===== config.mk =====
export PLATFORM = sky130hd
export DESIGN_NAME = control_unit
export DESIGN_NICKNAME = d
export VERILOG_FILES = /design/src/verilog/cu_pkg.sv /design/src/verilog/cu_ifs.sv /design/src/verilog/control_unit.sv /design/src/verilog/pipeline_sequencer.sv /design/src/verilog/hazard_unit.sv /design/src/verilog/redirect_unit.sv
export VERILOG_INCLUDE_DIRS = /design/src /design/src/verilog
export SDC_FILE = /design/constraint.sdc
export NUM_CORES = 1
export LEC_CHECK = 0
export ABC_CLOCK_PERIOD_IN_PS = 1100
export BUFFER_PORTS_ARGS = -buffer_cell sky130_fd_sc_hd__buf_2
export CAP_MARGIN = 10
export CORE_MARGIN = 5
export CORE_UTILIZATION = 26
export DETAILED_ROUTE_END_ITERATION = 6
export GPL_ROUTABILITY_DRIVEN = 0
export GPL_TIMING_DRIVEN = 0
export PLACE_DENSITY_LB_ADDON = 0.3
export SLEW_MARGIN = 15
export SYNTH_ARGS = -nofsm -noshare
export SYNTH_HDL_FRONTEND = slang
export SYNTH_SLANG_ARGS = --single-unit

===== constraint.sdc =====
create_clock -name clk_i -period 1.1 [get_ports clk_i]
set_input_delay 0.11 -clock clk_i [delete_from_list [all_inputs] [get_ports clk_i]]
set_output_delay 0.11 -clock clk_i [all_outputs]
set_load 0.02 [all_outputs]

===== src/verilog/cu_settings.svh =====
// control unit settings
// width and count macros shared by the package and the RTL

`ifndef CU_SETTINGS_SVH
`define CU_SETTINGS_SVH

// issue queues, each reports its own full flag
`define CU_NUM_IQ 2

// graduation list index width
`define CU_GL_IDX_W 6

`endif

===== src/verilog/cu_pkg.sv =====
// control unit package
// selector encodings for the fetch stage and the graduation list index type

`include "cu_settings.svh"

package cu_pkg;

    // next pc choice handed to the fetch stage
    typedef enum logic [1:0] {
        NEXT_PC_BP_OR_PC4 = 2'b00,
        NEXT_PC_KEEP      = 2'b01,
        NEXT_PC_JUMP      = 2'b10
    } next_pc_sel_e;

    // where the fetch address comes from on a redirect
    typedef enum logic [1:0] {
        SEL_DECODE    = 2'b00,
        SEL_EXECUTION = 2'b01,
        SEL_CSR       = 2'b10,
        SEL_CSR_RW    = 2'b11
    } fetch_sel_e;

    // graduation list entry index
    typedef logic [`CU_GL_IDX_W-1:0] gl_index_t;

endpackage


===== src/verilog/cu_ifs.sv =====
// control unit interfaces
// redirect_if carries redirect state from the redirect unit
// hazard_if carries stall levels from the hazard unit

`timescale 1ns/1ns

interface redirect_if (
    input logic clk_i,
    input logic rstn_i
);
    logic exception_q;
    logic csr_q;
    logic branch_miss;
    logic decode_redirect;
    logic fence_pending;
    logic commit_fence;

    modport producer (
        output exception_q, csr_q, branch_miss, decode_redirect, fence_pending, commit_fence
    );

    // clock and reset only serve the checks on the consumer side
    modport consumer (
        input clk_i, rstn_i,
        input exception_q, csr_q, branch_miss, decode_redirect, fence_pending, commit_fence
    );
endinterface

interface hazard_if (
    input logic clk_i,
    input logic rstn_i
);
    logic stall_if1, stall_if2, stall_id;
    logic stall_iq, stall_ir, stall_rr, stall_exe;
    logic csr_hold;
    logic rr_bubble;

    modport producer (
        input clk_i, rstn_i,
        output stall_if1, stall_if2, stall_id, stall_iq, stall_ir, stall_rr, stall_exe,
        output csr_hold, rr_bubble
    );

    modport consumer (
        input stall_if1, stall_if2, stall_id, stall_iq, stall_ir, stall_rr, stall_exe,
        input csr_hold, rr_bubble
    );
endinterface


===== src/verilog/control_unit.sv =====
// control unit top level
// turns pipeline stage status into stall, flush and redirect controls

`timescale 1ns/1ns
`include "cu_settings.svh"

module control_unit (
    input  logic                  clk_i,
    input  logic                  rstn_i,
    input  logic                  id_valid_i,
    input  logic                  id_is_branch_i,
    input  logic                  id_predicted_branch_i,
    input  logic                  id_valid_jal_i,
    input  logic                  id_csr_fence_i,
    input  logic [`CU_NUM_IQ-1:0] iq_full_i,
    input  logic                  free_list_empty_i,
    input  logic                  out_of_checkpoints_i,
    input  logic                  gl_full_i,
    input  logic                  exe_stall_i,
    input  logic                  wb_valid_i,
    input  logic                  wb_branch_ok_i,
    input  cu_pkg::gl_index_t     wb_gl_index_i,
    input  logic                  commit_valid_i,
    input  logic                  commit_xcpt_i,
    input  logic                  commit_ecall_i,
    input  logic                  commit_csr_fence_i,
    input  logic                  commit_fence_i,
    input  logic                  commit_fencei_i,
    input  logic                  commit_stall_i,
    input  logic                  csr_eret_i,
    input  logic                  csr_exception_i,
    input  logic                  csr_stall_i,
    input  logic                  miss_icache_i,
    input  logic                  ready_icache_i,
    output cu_pkg::next_pc_sel_e  next_pc_sel_o,
    output cu_pkg::fetch_sel_e    fetch_sel_o,
    output logic                  stall_if1_o,
    output logic                  stall_if2_o,
    output logic                  stall_id_o,
    output logic                  stall_iq_o,
    output logic                  stall_ir_o,
    output logic                  stall_rr_o,
    output logic                  stall_exe_o,
    output logic                  flush_if_o,
    output logic                  flush_id_o,
    output logic                  flush_ir_o,
    output logic                  flush_rr_o,
    output logic                  flush_exe_o,
    output logic                  kill_exe_o,
    output logic                  invalidate_icache_o,
    output logic                  invalidate_buffer_o,
    output logic                  flush_gl_o,
    output cu_pkg::gl_index_t     flush_gl_index_o,
    output logic                  flush_gl_commit_o,
    output logic                  enable_commit_o
);
    redirect_if redir (.clk_i(clk_i), .rstn_i(rstn_i));
    hazard_if   haz   (.clk_i(clk_i), .rstn_i(rstn_i));

    redirect_unit u_redirect (
        .clk_i                 (clk_i),
        .rstn_i                (rstn_i),
        .id_valid_i            (id_valid_i),
        .id_is_branch_i        (id_is_branch_i),
        .id_predicted_branch_i (id_predicted_branch_i),
        .id_valid_jal_i        (id_valid_jal_i),
        .id_csr_fence_i        (id_csr_fence_i),
        .wb_valid_i            (wb_valid_i),
        .wb_branch_ok_i        (wb_branch_ok_i),
        .wb_gl_index_i         (wb_gl_index_i),
        .commit_valid_i        (commit_valid_i),
        .commit_xcpt_i         (commit_xcpt_i),
        .commit_ecall_i        (commit_ecall_i),
        .commit_csr_fence_i    (commit_csr_fence_i),
        .commit_fence_i        (commit_fence_i),
        .commit_fencei_i       (commit_fencei_i),
        .commit_stall_i        (commit_stall_i),
        .csr_eret_i            (csr_eret_i),
        .csr_exception_i       (csr_exception_i),
        .redir                 (redir.producer),
        .invalidate_icache_o   (invalidate_icache_o),
        .invalidate_buffer_o   (invalidate_buffer_o),
        .flush_gl_o            (flush_gl_o),
        .flush_gl_commit_o     (flush_gl_commit_o),
        .enable_commit_o       (enable_commit_o),
        .flush_gl_index_o      (flush_gl_index_o)
    );

    hazard_unit u_hazard (
        .iq_full_i            (iq_full_i),
        .free_list_empty_i    (free_list_empty_i),
        .out_of_checkpoints_i (out_of_checkpoints_i),
        .gl_full_i            (gl_full_i),
        .exe_stall_i          (exe_stall_i),
        .miss_icache_i        (miss_icache_i),
        .ready_icache_i       (ready_icache_i),
        .csr_stall_i          (csr_stall_i),
        .commit_valid_i       (commit_valid_i),
        .commit_csr_fence_i   (commit_csr_fence_i),
        .haz                  (haz.producer)
    );

    pipeline_sequencer u_sequencer (
        .redir         (redir.consumer),
        .haz           (haz.consumer),
        .next_pc_sel_o (next_pc_sel_o),
        .fetch_sel_o   (fetch_sel_o),
        .stall_if1_o   (stall_if1_o),
        .stall_if2_o   (stall_if2_o),
        .stall_id_o    (stall_id_o),
        .stall_iq_o    (stall_iq_o),
        .stall_ir_o    (stall_ir_o),
        .stall_rr_o    (stall_rr_o),
        .stall_exe_o   (stall_exe_o),
        .flush_if_o    (flush_if_o),
        .flush_id_o    (flush_id_o),
        .flush_ir_o    (flush_ir_o),
        .flush_rr_o    (flush_rr_o),
        .flush_exe_o   (flush_exe_o),
        .kill_exe_o    (kill_exe_o)
    );

endmodule


===== src/verilog/pipeline_sequencer.sv =====
// pipeline sequencer
// merges redirects and hazards into stage flushes, stalls and the
// next pc and fetch address selections

`timescale 1ns/1ns

module pipeline_sequencer (
    redirect_if.consumer        redir,
    hazard_if.consumer          haz,
    output cu_pkg::next_pc_sel_e next_pc_sel_o,
    output cu_pkg::fetch_sel_e   fetch_sel_o,
    output logic                stall_if1_o,
    output logic                stall_if2_o,
    output logic                stall_id_o,
    output logic                stall_iq_o,
    output logic                stall_ir_o,
    output logic                stall_rr_o,
    output logic                stall_exe_o,
    output logic                flush_if_o,
    output logic                flush_id_o,
    output logic                flush_ir_o,
    output logic                flush_rr_o,
    output logic                flush_exe_o,
    output logic                kill_exe_o
);
    logic hard_redirect;
    logic soft_redirect;

    // redirects that discard everything in the frontend
    assign hard_redirect = redir.exception_q | redir.csr_q | redir.branch_miss;
    // only the fetch stage is refetched, decode keeps its instruction
    assign soft_redirect = redir.fence_pending | redir.decode_redirect | redir.commit_fence;

    always_comb begin
        flush_if_o = 1'b0;
        flush_id_o = 1'b0;
        if (hard_redirect) begin
            flush_if_o = 1'b1;
            flush_id_o = 1'b1;
        end else if (soft_redirect && !haz.csr_hold) begin
            flush_if_o = 1'b1;
        end
    end

    always_comb begin
        flush_ir_o  = 1'b0;
        flush_rr_o  = 1'b0;
        flush_exe_o = 1'b0;
        kill_exe_o  = 1'b0;
        if (redir.exception_q) begin
            flush_ir_o  = 1'b1;
            flush_rr_o  = 1'b1;
            flush_exe_o = 1'b1;
        end else if (redir.branch_miss) begin
            // the mispredicted branch itself still leaves exe
            flush_ir_o = 1'b1;
            flush_rr_o = 1'b1;
            kill_exe_o = 1'b1;
        end else if (haz.rr_bubble) begin
            flush_rr_o = 1'b1;
        end
    end

    always_comb begin
        if (redir.branch_miss || redir.decode_redirect || redir.exception_q || redir.csr_q) begin
            next_pc_sel_o = cu_pkg::NEXT_PC_JUMP;
        end else if (haz.stall_if1 || redir.fence_pending || redir.commit_fence) begin
            next_pc_sel_o = cu_pkg::NEXT_PC_KEEP;
        end else begin
            next_pc_sel_o = cu_pkg::NEXT_PC_BP_OR_PC4;
        end
    end

    always_comb begin
        if (redir.exception_q) begin
            fetch_sel_o = cu_pkg::SEL_CSR;
        end else if (redir.csr_q) begin
            fetch_sel_o = cu_pkg::SEL_CSR_RW;
        end else if (redir.branch_miss) begin
            fetch_sel_o = cu_pkg::SEL_EXECUTION;
        end else begin
            fetch_sel_o = cu_pkg::SEL_DECODE;
        end
    end

    assign stall_if1_o = haz.stall_if1;
    assign stall_if2_o = haz.stall_if2;
    assign stall_id_o  = haz.stall_id;
    assign stall_iq_o  = haz.stall_iq;
    assign stall_ir_o  = haz.stall_ir;
    assign stall_rr_o  = haz.stall_rr;
    assign stall_exe_o = haz.stall_exe;

    a_id_flush_with_if: assert property (
        @(posedge redir.clk_i) disable iff (!redir.rstn_i) flush_id_o |-> flush_if_o
    );

endmodule


===== src/verilog/hazard_unit.sv =====
// hazard unit
// frontend and backend stall priorities and the rename register bubble

`timescale 1ns/1ns
`include "cu_settings.svh"

module hazard_unit (
    input  logic [`CU_NUM_IQ-1:0] iq_full_i,
    input  logic                  free_list_empty_i,
    input  logic                  out_of_checkpoints_i,
    input  logic                  gl_full_i,
    input  logic                  exe_stall_i,
    input  logic                  miss_icache_i,
    input  logic                  ready_icache_i,
    input  logic                  csr_stall_i,
    input  logic                  commit_valid_i,
    input  logic                  commit_csr_fence_i,
    hazard_if.producer            haz
);
    logic fetch_only_stall;

    // only the first fetch stage waits on the icache or a committing csr fence
    assign fetch_only_stall = (commit_valid_i & commit_csr_fence_i) |
                              miss_icache_i | ~ready_icache_i;

    always_comb begin
        haz.stall_if1 = 1'b0;
        haz.stall_if2 = 1'b0;
        haz.stall_id  = 1'b0;
        if (csr_stall_i || (|iq_full_i)) begin
            haz.stall_if1 = 1'b1;
            haz.stall_if2 = 1'b1;
            haz.stall_id  = 1'b1;
        end else if (fetch_only_stall) begin
            haz.stall_if1 = 1'b1;
        end
    end

    always_comb begin
        haz.stall_iq  = 1'b0;
        haz.stall_ir  = 1'b0;
        haz.stall_rr  = 1'b0;
        haz.stall_exe = 1'b0;
        if (csr_stall_i) begin
            haz.stall_iq  = 1'b1;
            haz.stall_ir  = 1'b1;
            haz.stall_rr  = 1'b1;
            haz.stall_exe = 1'b1;
        end else if (exe_stall_i || gl_full_i) begin
            haz.stall_iq = 1'b1;
            haz.stall_ir = 1'b1;
            haz.stall_rr = 1'b1;
        end else if (free_list_empty_i || out_of_checkpoints_i) begin
            haz.stall_iq = 1'b1;
        end
    end

    // bubble into rr while the gl is full and exe keeps moving
    assign haz.rr_bubble = gl_full_i & ~exe_stall_i;
    assign haz.csr_hold  = csr_stall_i;

    a_if2_needs_if1: assert property (
        @(posedge haz.clk_i) disable iff (!haz.rstn_i) haz.stall_if2 |-> haz.stall_if1
    );

endmodule


===== src/verilog/redirect_unit.sv =====
// redirect unit
// registers exception and CSR fence redirects for one cycle, tracks a CSR
// fence in flight, and drives invalidation, GL flush and commit controls

`timescale 1ns/1ns

module redirect_unit (
    input  logic              clk_i,
    input  logic              rstn_i,
    input  logic              id_valid_i,
    input  logic              id_is_branch_i,
    input  logic              id_predicted_branch_i,
    input  logic              id_valid_jal_i,
    input  logic              id_csr_fence_i,
    input  logic              wb_valid_i,
    input  logic              wb_branch_ok_i,
    input  cu_pkg::gl_index_t wb_gl_index_i,
    input  logic              commit_valid_i,
    input  logic              commit_xcpt_i,
    input  logic              commit_ecall_i,
    input  logic              commit_csr_fence_i,
    input  logic              commit_fence_i,
    input  logic              commit_fencei_i,
    input  logic              commit_stall_i,
    input  logic              csr_eret_i,
    input  logic              csr_exception_i,
    redirect_if.producer      redir,
    output logic              invalidate_icache_o,
    output logic              invalidate_buffer_o,
    output logic              flush_gl_o,
    output logic              flush_gl_commit_o,
    output logic              enable_commit_o,
    output cu_pkg::gl_index_t flush_gl_index_o
);
    logic xcpt_event, csr_event;
    logic exception_d, exception_q;
    logic csr_d, csr_q;
    logic fence_tracker_q;
    logic id_fence, commit_csr_fence;

    assign id_fence         = id_valid_i & id_csr_fence_i;
    assign commit_csr_fence = commit_valid_i & commit_csr_fence_i;

    // exception, ecall, eret or csr exception seen at commit
    assign xcpt_event = (commit_valid_i & (commit_xcpt_i | commit_ecall_i)) |
                        csr_eret_i | csr_exception_i;
    assign csr_event  = commit_csr_fence & ~xcpt_event;

    // a set state blocks its own next value, so each redirect lasts one cycle
    assign exception_d = ~exception_q & xcpt_event;
    assign csr_d       = ~csr_q & csr_event;

    always_ff @(posedge clk_i or negedge rstn_i) begin
        if (!rstn_i) begin
            exception_q <= 1'b0;
            csr_q       <= 1'b0;
        end else begin
            exception_q <= exception_d;
            csr_q       <= csr_d;
        end
    end

    // csr fence between decode and commit, clearing has priority
    always_ff @(posedge clk_i or negedge rstn_i) begin
        if (!rstn_i) begin
            fence_tracker_q <= 1'b0;
        end else if (commit_csr_fence || exception_q || redir.branch_miss) begin
            fence_tracker_q <= 1'b0;
        end else if (id_fence) begin
            fence_tracker_q <= 1'b1;
        end
    end

    assign redir.exception_q     = exception_q;
    assign redir.csr_q           = csr_q;
    assign redir.branch_miss     = wb_valid_i & ~wb_branch_ok_i;
    assign redir.decode_redirect = id_valid_jal_i |
                                   (id_valid_i & ~id_is_branch_i & id_predicted_branch_i);
    assign redir.fence_pending   = id_fence | fence_tracker_q | commit_csr_fence;
    assign redir.commit_fence    = commit_valid_i & commit_fence_i;

    // fence.i may follow self modifying code
    assign invalidate_icache_o = commit_valid_i & commit_fencei_i;
    assign invalidate_buffer_o = exception_q |
        (commit_valid_i & (commit_fencei_i | (commit_csr_fence_i & ~commit_fence_i)));

    assign flush_gl_o       = redir.branch_miss;
    assign flush_gl_index_o = redir.branch_miss ? wb_gl_index_i : '0;

    assign flush_gl_commit_o = exception_q;
    assign enable_commit_o   = ~commit_stall_i & ~xcpt_event;

    // a csr redirect is never raised in the cycle after an exception event
    a_redirect_onehot: assert property (
        @(posedge clk_i) disable iff (!rstn_i) !(exception_q && csr_q)
    );

endmodule


Word-level counts from Yosys, hierarchy flattened
Index checks and enable logic that the tools add are counted.
{"block": "classes", "n_mux": 27, "n_bitwise": 38, "n_reduce_logical": 14}
{"operator": "two-way mux 1 bit", "n": 23}
{"operator": "AND 1 bit", "n": 15}
{"operator": "bitwise OR 1 bit", "n": 14}
{"operator": "logical OR 1 bit", "n": 10}
{"operator": "inverter 1 bit", "n": 9}
{"operator": "two-way mux 2 bit", "n": 3}
{"operator": "two-way mux 6 bit", "n": 1}
{"operator": "nonzero test 2 bit", "n": 1}
{"operator": "OR reduction 2 bit", "n": 1}
{"operator": "logical AND 1 bit", "n": 1}
{"operator": "zero test 1 bit", "n": 1}
{"block": "word_totals", "reg_bits": 3, "in_bits": 33, "out_inout_bits": 28, "wordCells": 82}

Logic depth before layout (Yosys ltp)
{"block": "logic_depth", "ltp_word": 9, "depth_mapped": 4, "mapped_depth_nobuf": 3}

Cells and area by module
A second synthesis with hierarchy kept.
{"block": "unflattened", "cells_unflattened": 57, "hier_area_um2": 465.4}
{"mod": "redirect_unit", "n_inst": 1, "cells_each": 27, "area_each_um2": 246.5, "seq_area_each_um2": 75.1}
{"mod": "pipeline_sequencer", "n_inst": 1, "cells_each": 20, "area_each_um2": 138.9, "seq_area_each_um2": 0.0}
{"mod": "hazard_unit", "n_inst": 1, "cells_each": 10, "area_each_um2": 80.1, "seq_area_each_um2": 0.0}

Least setup slack after synthesis
No wires, ideal clock.
{"block": "synth_path", "kind": "flip-flop to output port", "from": "register u_redirect.exception_q, in the netlist u_redirect.flush_gl_commit_o", "to": "output port flush_rr_o", "arrival_time_ps": 1142, "required_time_ps": 990, "path_slack_ps": -152, "path_stages_with_launch": 3, "path_buffers": 0, "path_cell_list": "dfrtp_1 -> or2_2 -> a21o_1"}
{"block": "synth_via", "elab_chain_cells": 1}
{"item": "from (decl)", "line": "redirect_unit.sv:36", "rtl": "logic exception_d, exception_q;"}
{"item": "from (signal assigned)", "line": "redirect_unit.sv:58", "rtl": "exception_q <= exception_d;"}
{"item": "two-way mux 1 bit", "line": "pipeline_sequencer.sv:50", "rtl": "if (redir.exception_q) begin"}
{"item": "to (decl)", "line": "control_unit.sv:47", "rtl": "output logic flush_rr_o,"}
Every way passes these cells.

Final worst setup path
{"block": "layout_path", "from": "register u_redirect.csr_q, in the netlist u_redirect.redir.csr_q", "to": "output port next_pc_sel_o[0]"}
{"block": "layout_via", "elab_chain_cells": 2}
{"item": "from (decl)", "line": "redirect_unit.sv:37", "rtl": "logic csr_d, csr_q;"}
{"item": "from (signal assigned)", "line": "redirect_unit.sv:59", "rtl": "csr_q <= csr_d;"}
{"item": "logical OR 1 bit", "line": "pipeline_sequencer.sv:65", "rtl": "if (redir.branch_miss || redir.decode_redirect || redir.exception_q || redir.csr_q) begin"}
{"item": "two-way mux 2 bit", "line": "pipeline_sequencer.sv:65"}
{"item": "to (decl)", "line": "control_unit.sv:35", "rtl": "output cu_pkg::next_pc_sel_e next_pc_sel_o,"}
Every way passes these cells.

==> qor.csv <==
stage;metric;value;unit
status;outcome;complete, but fails checks;
status;violations;negative setup slack;
layout;final_area;932.1;sq um
detailed_routing;post_drt_wl_per_cell;12.22;um
synthesis;synth.yosys.seq_area_share;20.91;%
detailed_routing;firstDrtPassIters;4;
global_routing;grt-ovfl-total;0;
detailed_routing;via_count;599;
clocking;cts.sinks;3;
synthesis;netlist_instances;51;
sta;rsz0062_at_grt;yes;
power_and_ir_drop;p_seq_share;15.4;%
power_and_ir_drop;leakagePower;0.5155;nW
worst_setup_path;r2r_slack;0.06;ns
synthesis;ys_seq_elements;3;
layout;multiInputGateArea;282.8;sq um
power_and_ir_drop;switching_share;37.08;%
global_routing;antenna_found_initial;0;
clocking;clockBufferDepth;2;
power_and_ir_drop;peakVddDrop;0.0008062;V
sta;setup_viol;13;
layout;seqCellArea;76.32;sq um
clocking;cts-root-buf;clkbuf_4;
detailed_routing;vias_per_cell;4.341;
floorplanning;die_h;47.17;um
layout;area_delta_synth_final;159.6;%
synthesis;synth_area_leaders;dfrtp_1, and2_1, buf_4;
worst_setup_path;critPathKind;register to output pin;
layout;drive_above_1_share;69.92;%
worst_setup_path;start_kind;register;
layout;num-nets-final;157;
sta;tightest_slew;0.3192;ns
clocking;cts_tree;yes;
floorplanning;dieArea;2225;sq um
power_and_ir_drop;p_switching;327.7;uW
synthesis;synthTopCellsByCount;and2_1, nand2_1;
synthesis;yosys_most_used_dff;dfrtp_1;
synthesis;yosys_warnings;0;
detailed_routing;ant_nets;0;
worst_setup_path;crit_fanout;4;
clocking;clk_latency;0.24;ns
place;dpl.cell_count;126;
floorplanning;initial_core_util;27.60;%
sta;post-route-period-util;120.7;%
synthesis;yosys.area.top_type_share;20.91;%
sta;maxClockFrequency;753.4;MHz
layout;antenna_cells;0;
worst_hold_path;hold_path_class;input pin to register;
sta;period_minus_slack;1.327;ns
layout;instances_no_fill;138;
global_routing;first_global_vias;542;
layout;nFillCells;109;
worst_hold_path;hold_start;csr_exception_i;
power_and_ir_drop;comb_power_share;62.4;%
power_and_ir_drop;internal-power;556.1;uW
worst_setup_path;cp_data_arrival_time;1.22;ns
place;place_area;684.4;sq um
sta;fin_skew;0.002322;ns
synthesis;async_reset_ff_share;100.0;%
run;cap_violations;0;
clocking;cts-buffers-inserted;3;
worst_setup_path;r2r-end;u_redirect.fence_tracker_q;
power_and_ir_drop;power_frac_clock;22.2;%
global_routing;track_usage;13.54;%
synthesis;syn_avg_cell_area;7.041;sq um
synthesis;synth.most_common_cell;and2_1;
clocking;cts.clk_slew.worst_paths;0.03;ns
worst_setup_path;path_buf_inv;1;
worst_setup_path;slowest_stage;dfrtp_1;
global_routing;grt_pass1_wl;2111;um
worst_setup_path;critPathMaxStageDelay;0.41;ns
detailed_routing;drt_iter0_markers;7;
clocking;cts_max_level;1;
sta;finalWorstSetupSlack;-0.2272;ns
sta;slew_violations;0;
power_and_ir_drop;power_density;948.1;nW/um^2
floorplanning;fp.dieW;47.17;um
worst_setup_path;cp_cell_sequence;nor3_4 > o211a_1 > buf_6;
worst_setup_path;reg2reg_depth;3;
synthesis;yosysTopAreaCell;dfrtp_1;
synthesis;synth_edf_count;0;
global_routing;grt_max_degree;11;
floorplanning;core_area;1301;sq um
worst_setup_path;rr_startpoint;u_redirect.flush_gl_commit_o;
synthesis;synth_fp_nets;84;
detailed_routing;drt-total-wl;1687;um
detailed_routing;drc;0;
worst_setup_path;cp_data_required_time;0.99;ns
place;place_ws;-0.1307;ns
worst_hold_path;min_path_cells;3;
floorplanning;ios;61;
worst_setup_path;crit_family;flip-flops;
sta;hold_viol_final;0;
worst_hold_path;holdPathEnd;u_redirect.flush_gl_commit_o;
synthesis;synth.cell_area;359.1;sq um
power_and_ir_drop;p_total;883.7;uW
place;port_buffers;60;
worst_setup_path;cp-end-kind;output pin;
floorplanning;fp-row-count;13;
sta;slew_headroom;78.50;%
synthesis;synth.distinct_cells;22;
==> worst register-to-register path: stages, from the launching register on <==
cell	delay, ns
dfrtp_2	0.44
or2_4	0.25
buf_4	0.14
nor3b_2	0.14
==> final cells by class <==
type | count | share of cell area [%]
Tap cell | 15 | 2.013
Buffer | 5 | 4.161
Clock buffer | 4 | 2.819
Sequential cell | 3 | 8.188
Timing Repair Buffer | 68 | 50.87
Inverter | 4 | 1.611
Multi-Input combinational cell | 39 | 30.34
==> worst max-delay path by stage <==
stage / start / to / slack (ns) / depth (start not counted)
after floorplan: u_redirect.flush_gl_commit_o / flush_rr_o / -0.02 / 2
after global placement: wb_valid_i / next_pc_sel_o[0] / -0.1 / 6
after detailed placement: wb_valid_i / next_pc_sel_o[0] / -0.13 / 6
after CTS: u_redirect.flush_gl_commit_o / next_pc_sel_o[0] / -0.22 / 3
after global routing: u_redirect.redir.csr_q / next_pc_sel_o[0] / -0.28 / 3
final: u_redirect.redir.csr_q / next_pc_sel_o[0] / -0.23 / 3
==> cell families (layout without fill, tap and decap cells) <==
group	Yosys count	in the layout	share of synthesized area, %
compound gates	10	10	18.47
buf+inv	9	81	13.59
flops	3	3	20.91
simple gates	29	29	47.04
==> layer usage <==
layer	vias to the layer above	part of all wire, %	track usage, %
met5	-	0	0
met4	0	0.36	4.972
met3	2	9.9	7.663
met2	29	59	23.04
met1	260	31	13.83
li1	308	-	-
==> registers in the layout, summed over array words and instances, names as in the netlist <==
signal                        flops
u_redirect.fence_tracker_q        1
u_redirect.flush_gl_commit_o      1
u_redirect.redir.csr_q            1
==> cell usage in the layout, fill, tap and decap left out <==
cell type,instances
a21o_1,1
a21oi_1,1
a21oi_2,1
and2_1,7
buf_2,44
buf_4,7
buf_6,20
clkbuf_1,1
clkbuf_2,1
clkbuf_4,3
dfrtp_1,2
dfrtp_2,1
dlygate4sd3_1,1
inv_1,4
nand2_1,5
nand2b_4,1
nand4b_1,1
nor2_1,3
nor2_4,1
nor2b_1,2
nor2b_4,1
nor3_1,2
nor3_4,1
nor3b_2,1
o2111a_1,1
o211a_1,1
o21a_1,1
o21ai_0,3
o21ai_1,1
or2_4,2
or3_4,2
==> power by group through the flow <==
| stage | sequential (mW) | combinational [mW] | clock, mW |
|---|---|---|---|
| floorplan | 0.144 | 0.205 | 0 |
| global placement | 0.140 | 0.356 | 0 |
| detailed placement | 0.141 | 0.360 | 0 |
| CTS | 0.134 | 0.481 | 0.195 |
| global route | 0.137 | 0.589 | 0.220 |
| finish | 0.136 | 0.551 | 0.196 |
==> stage by stage <==
step                       TNS, ns  util, %  hold WS, ns
after floorplan           -0.04017        -      -0.1856
after CTS                   -1.758    65.29       0.1463
final                       -1.719    71.63       0.1473
after detailed placement   -0.3489    52.60     -0.09122
after global routing        -2.288    71.63       0.1486
after global placement     -0.2387    52.60     -0.09297
==> repair_timing <==
item	CTS	global route
resized for setup	23	21
setup buffers	7	0
gates cloned	0	0
endpoints found under the hold margin	3	0
pin swaps	5	4
hold buffers	1	0
endpoints found under the setup margin	11	14
Note: power is estimated with default switching activity, not from simulation.
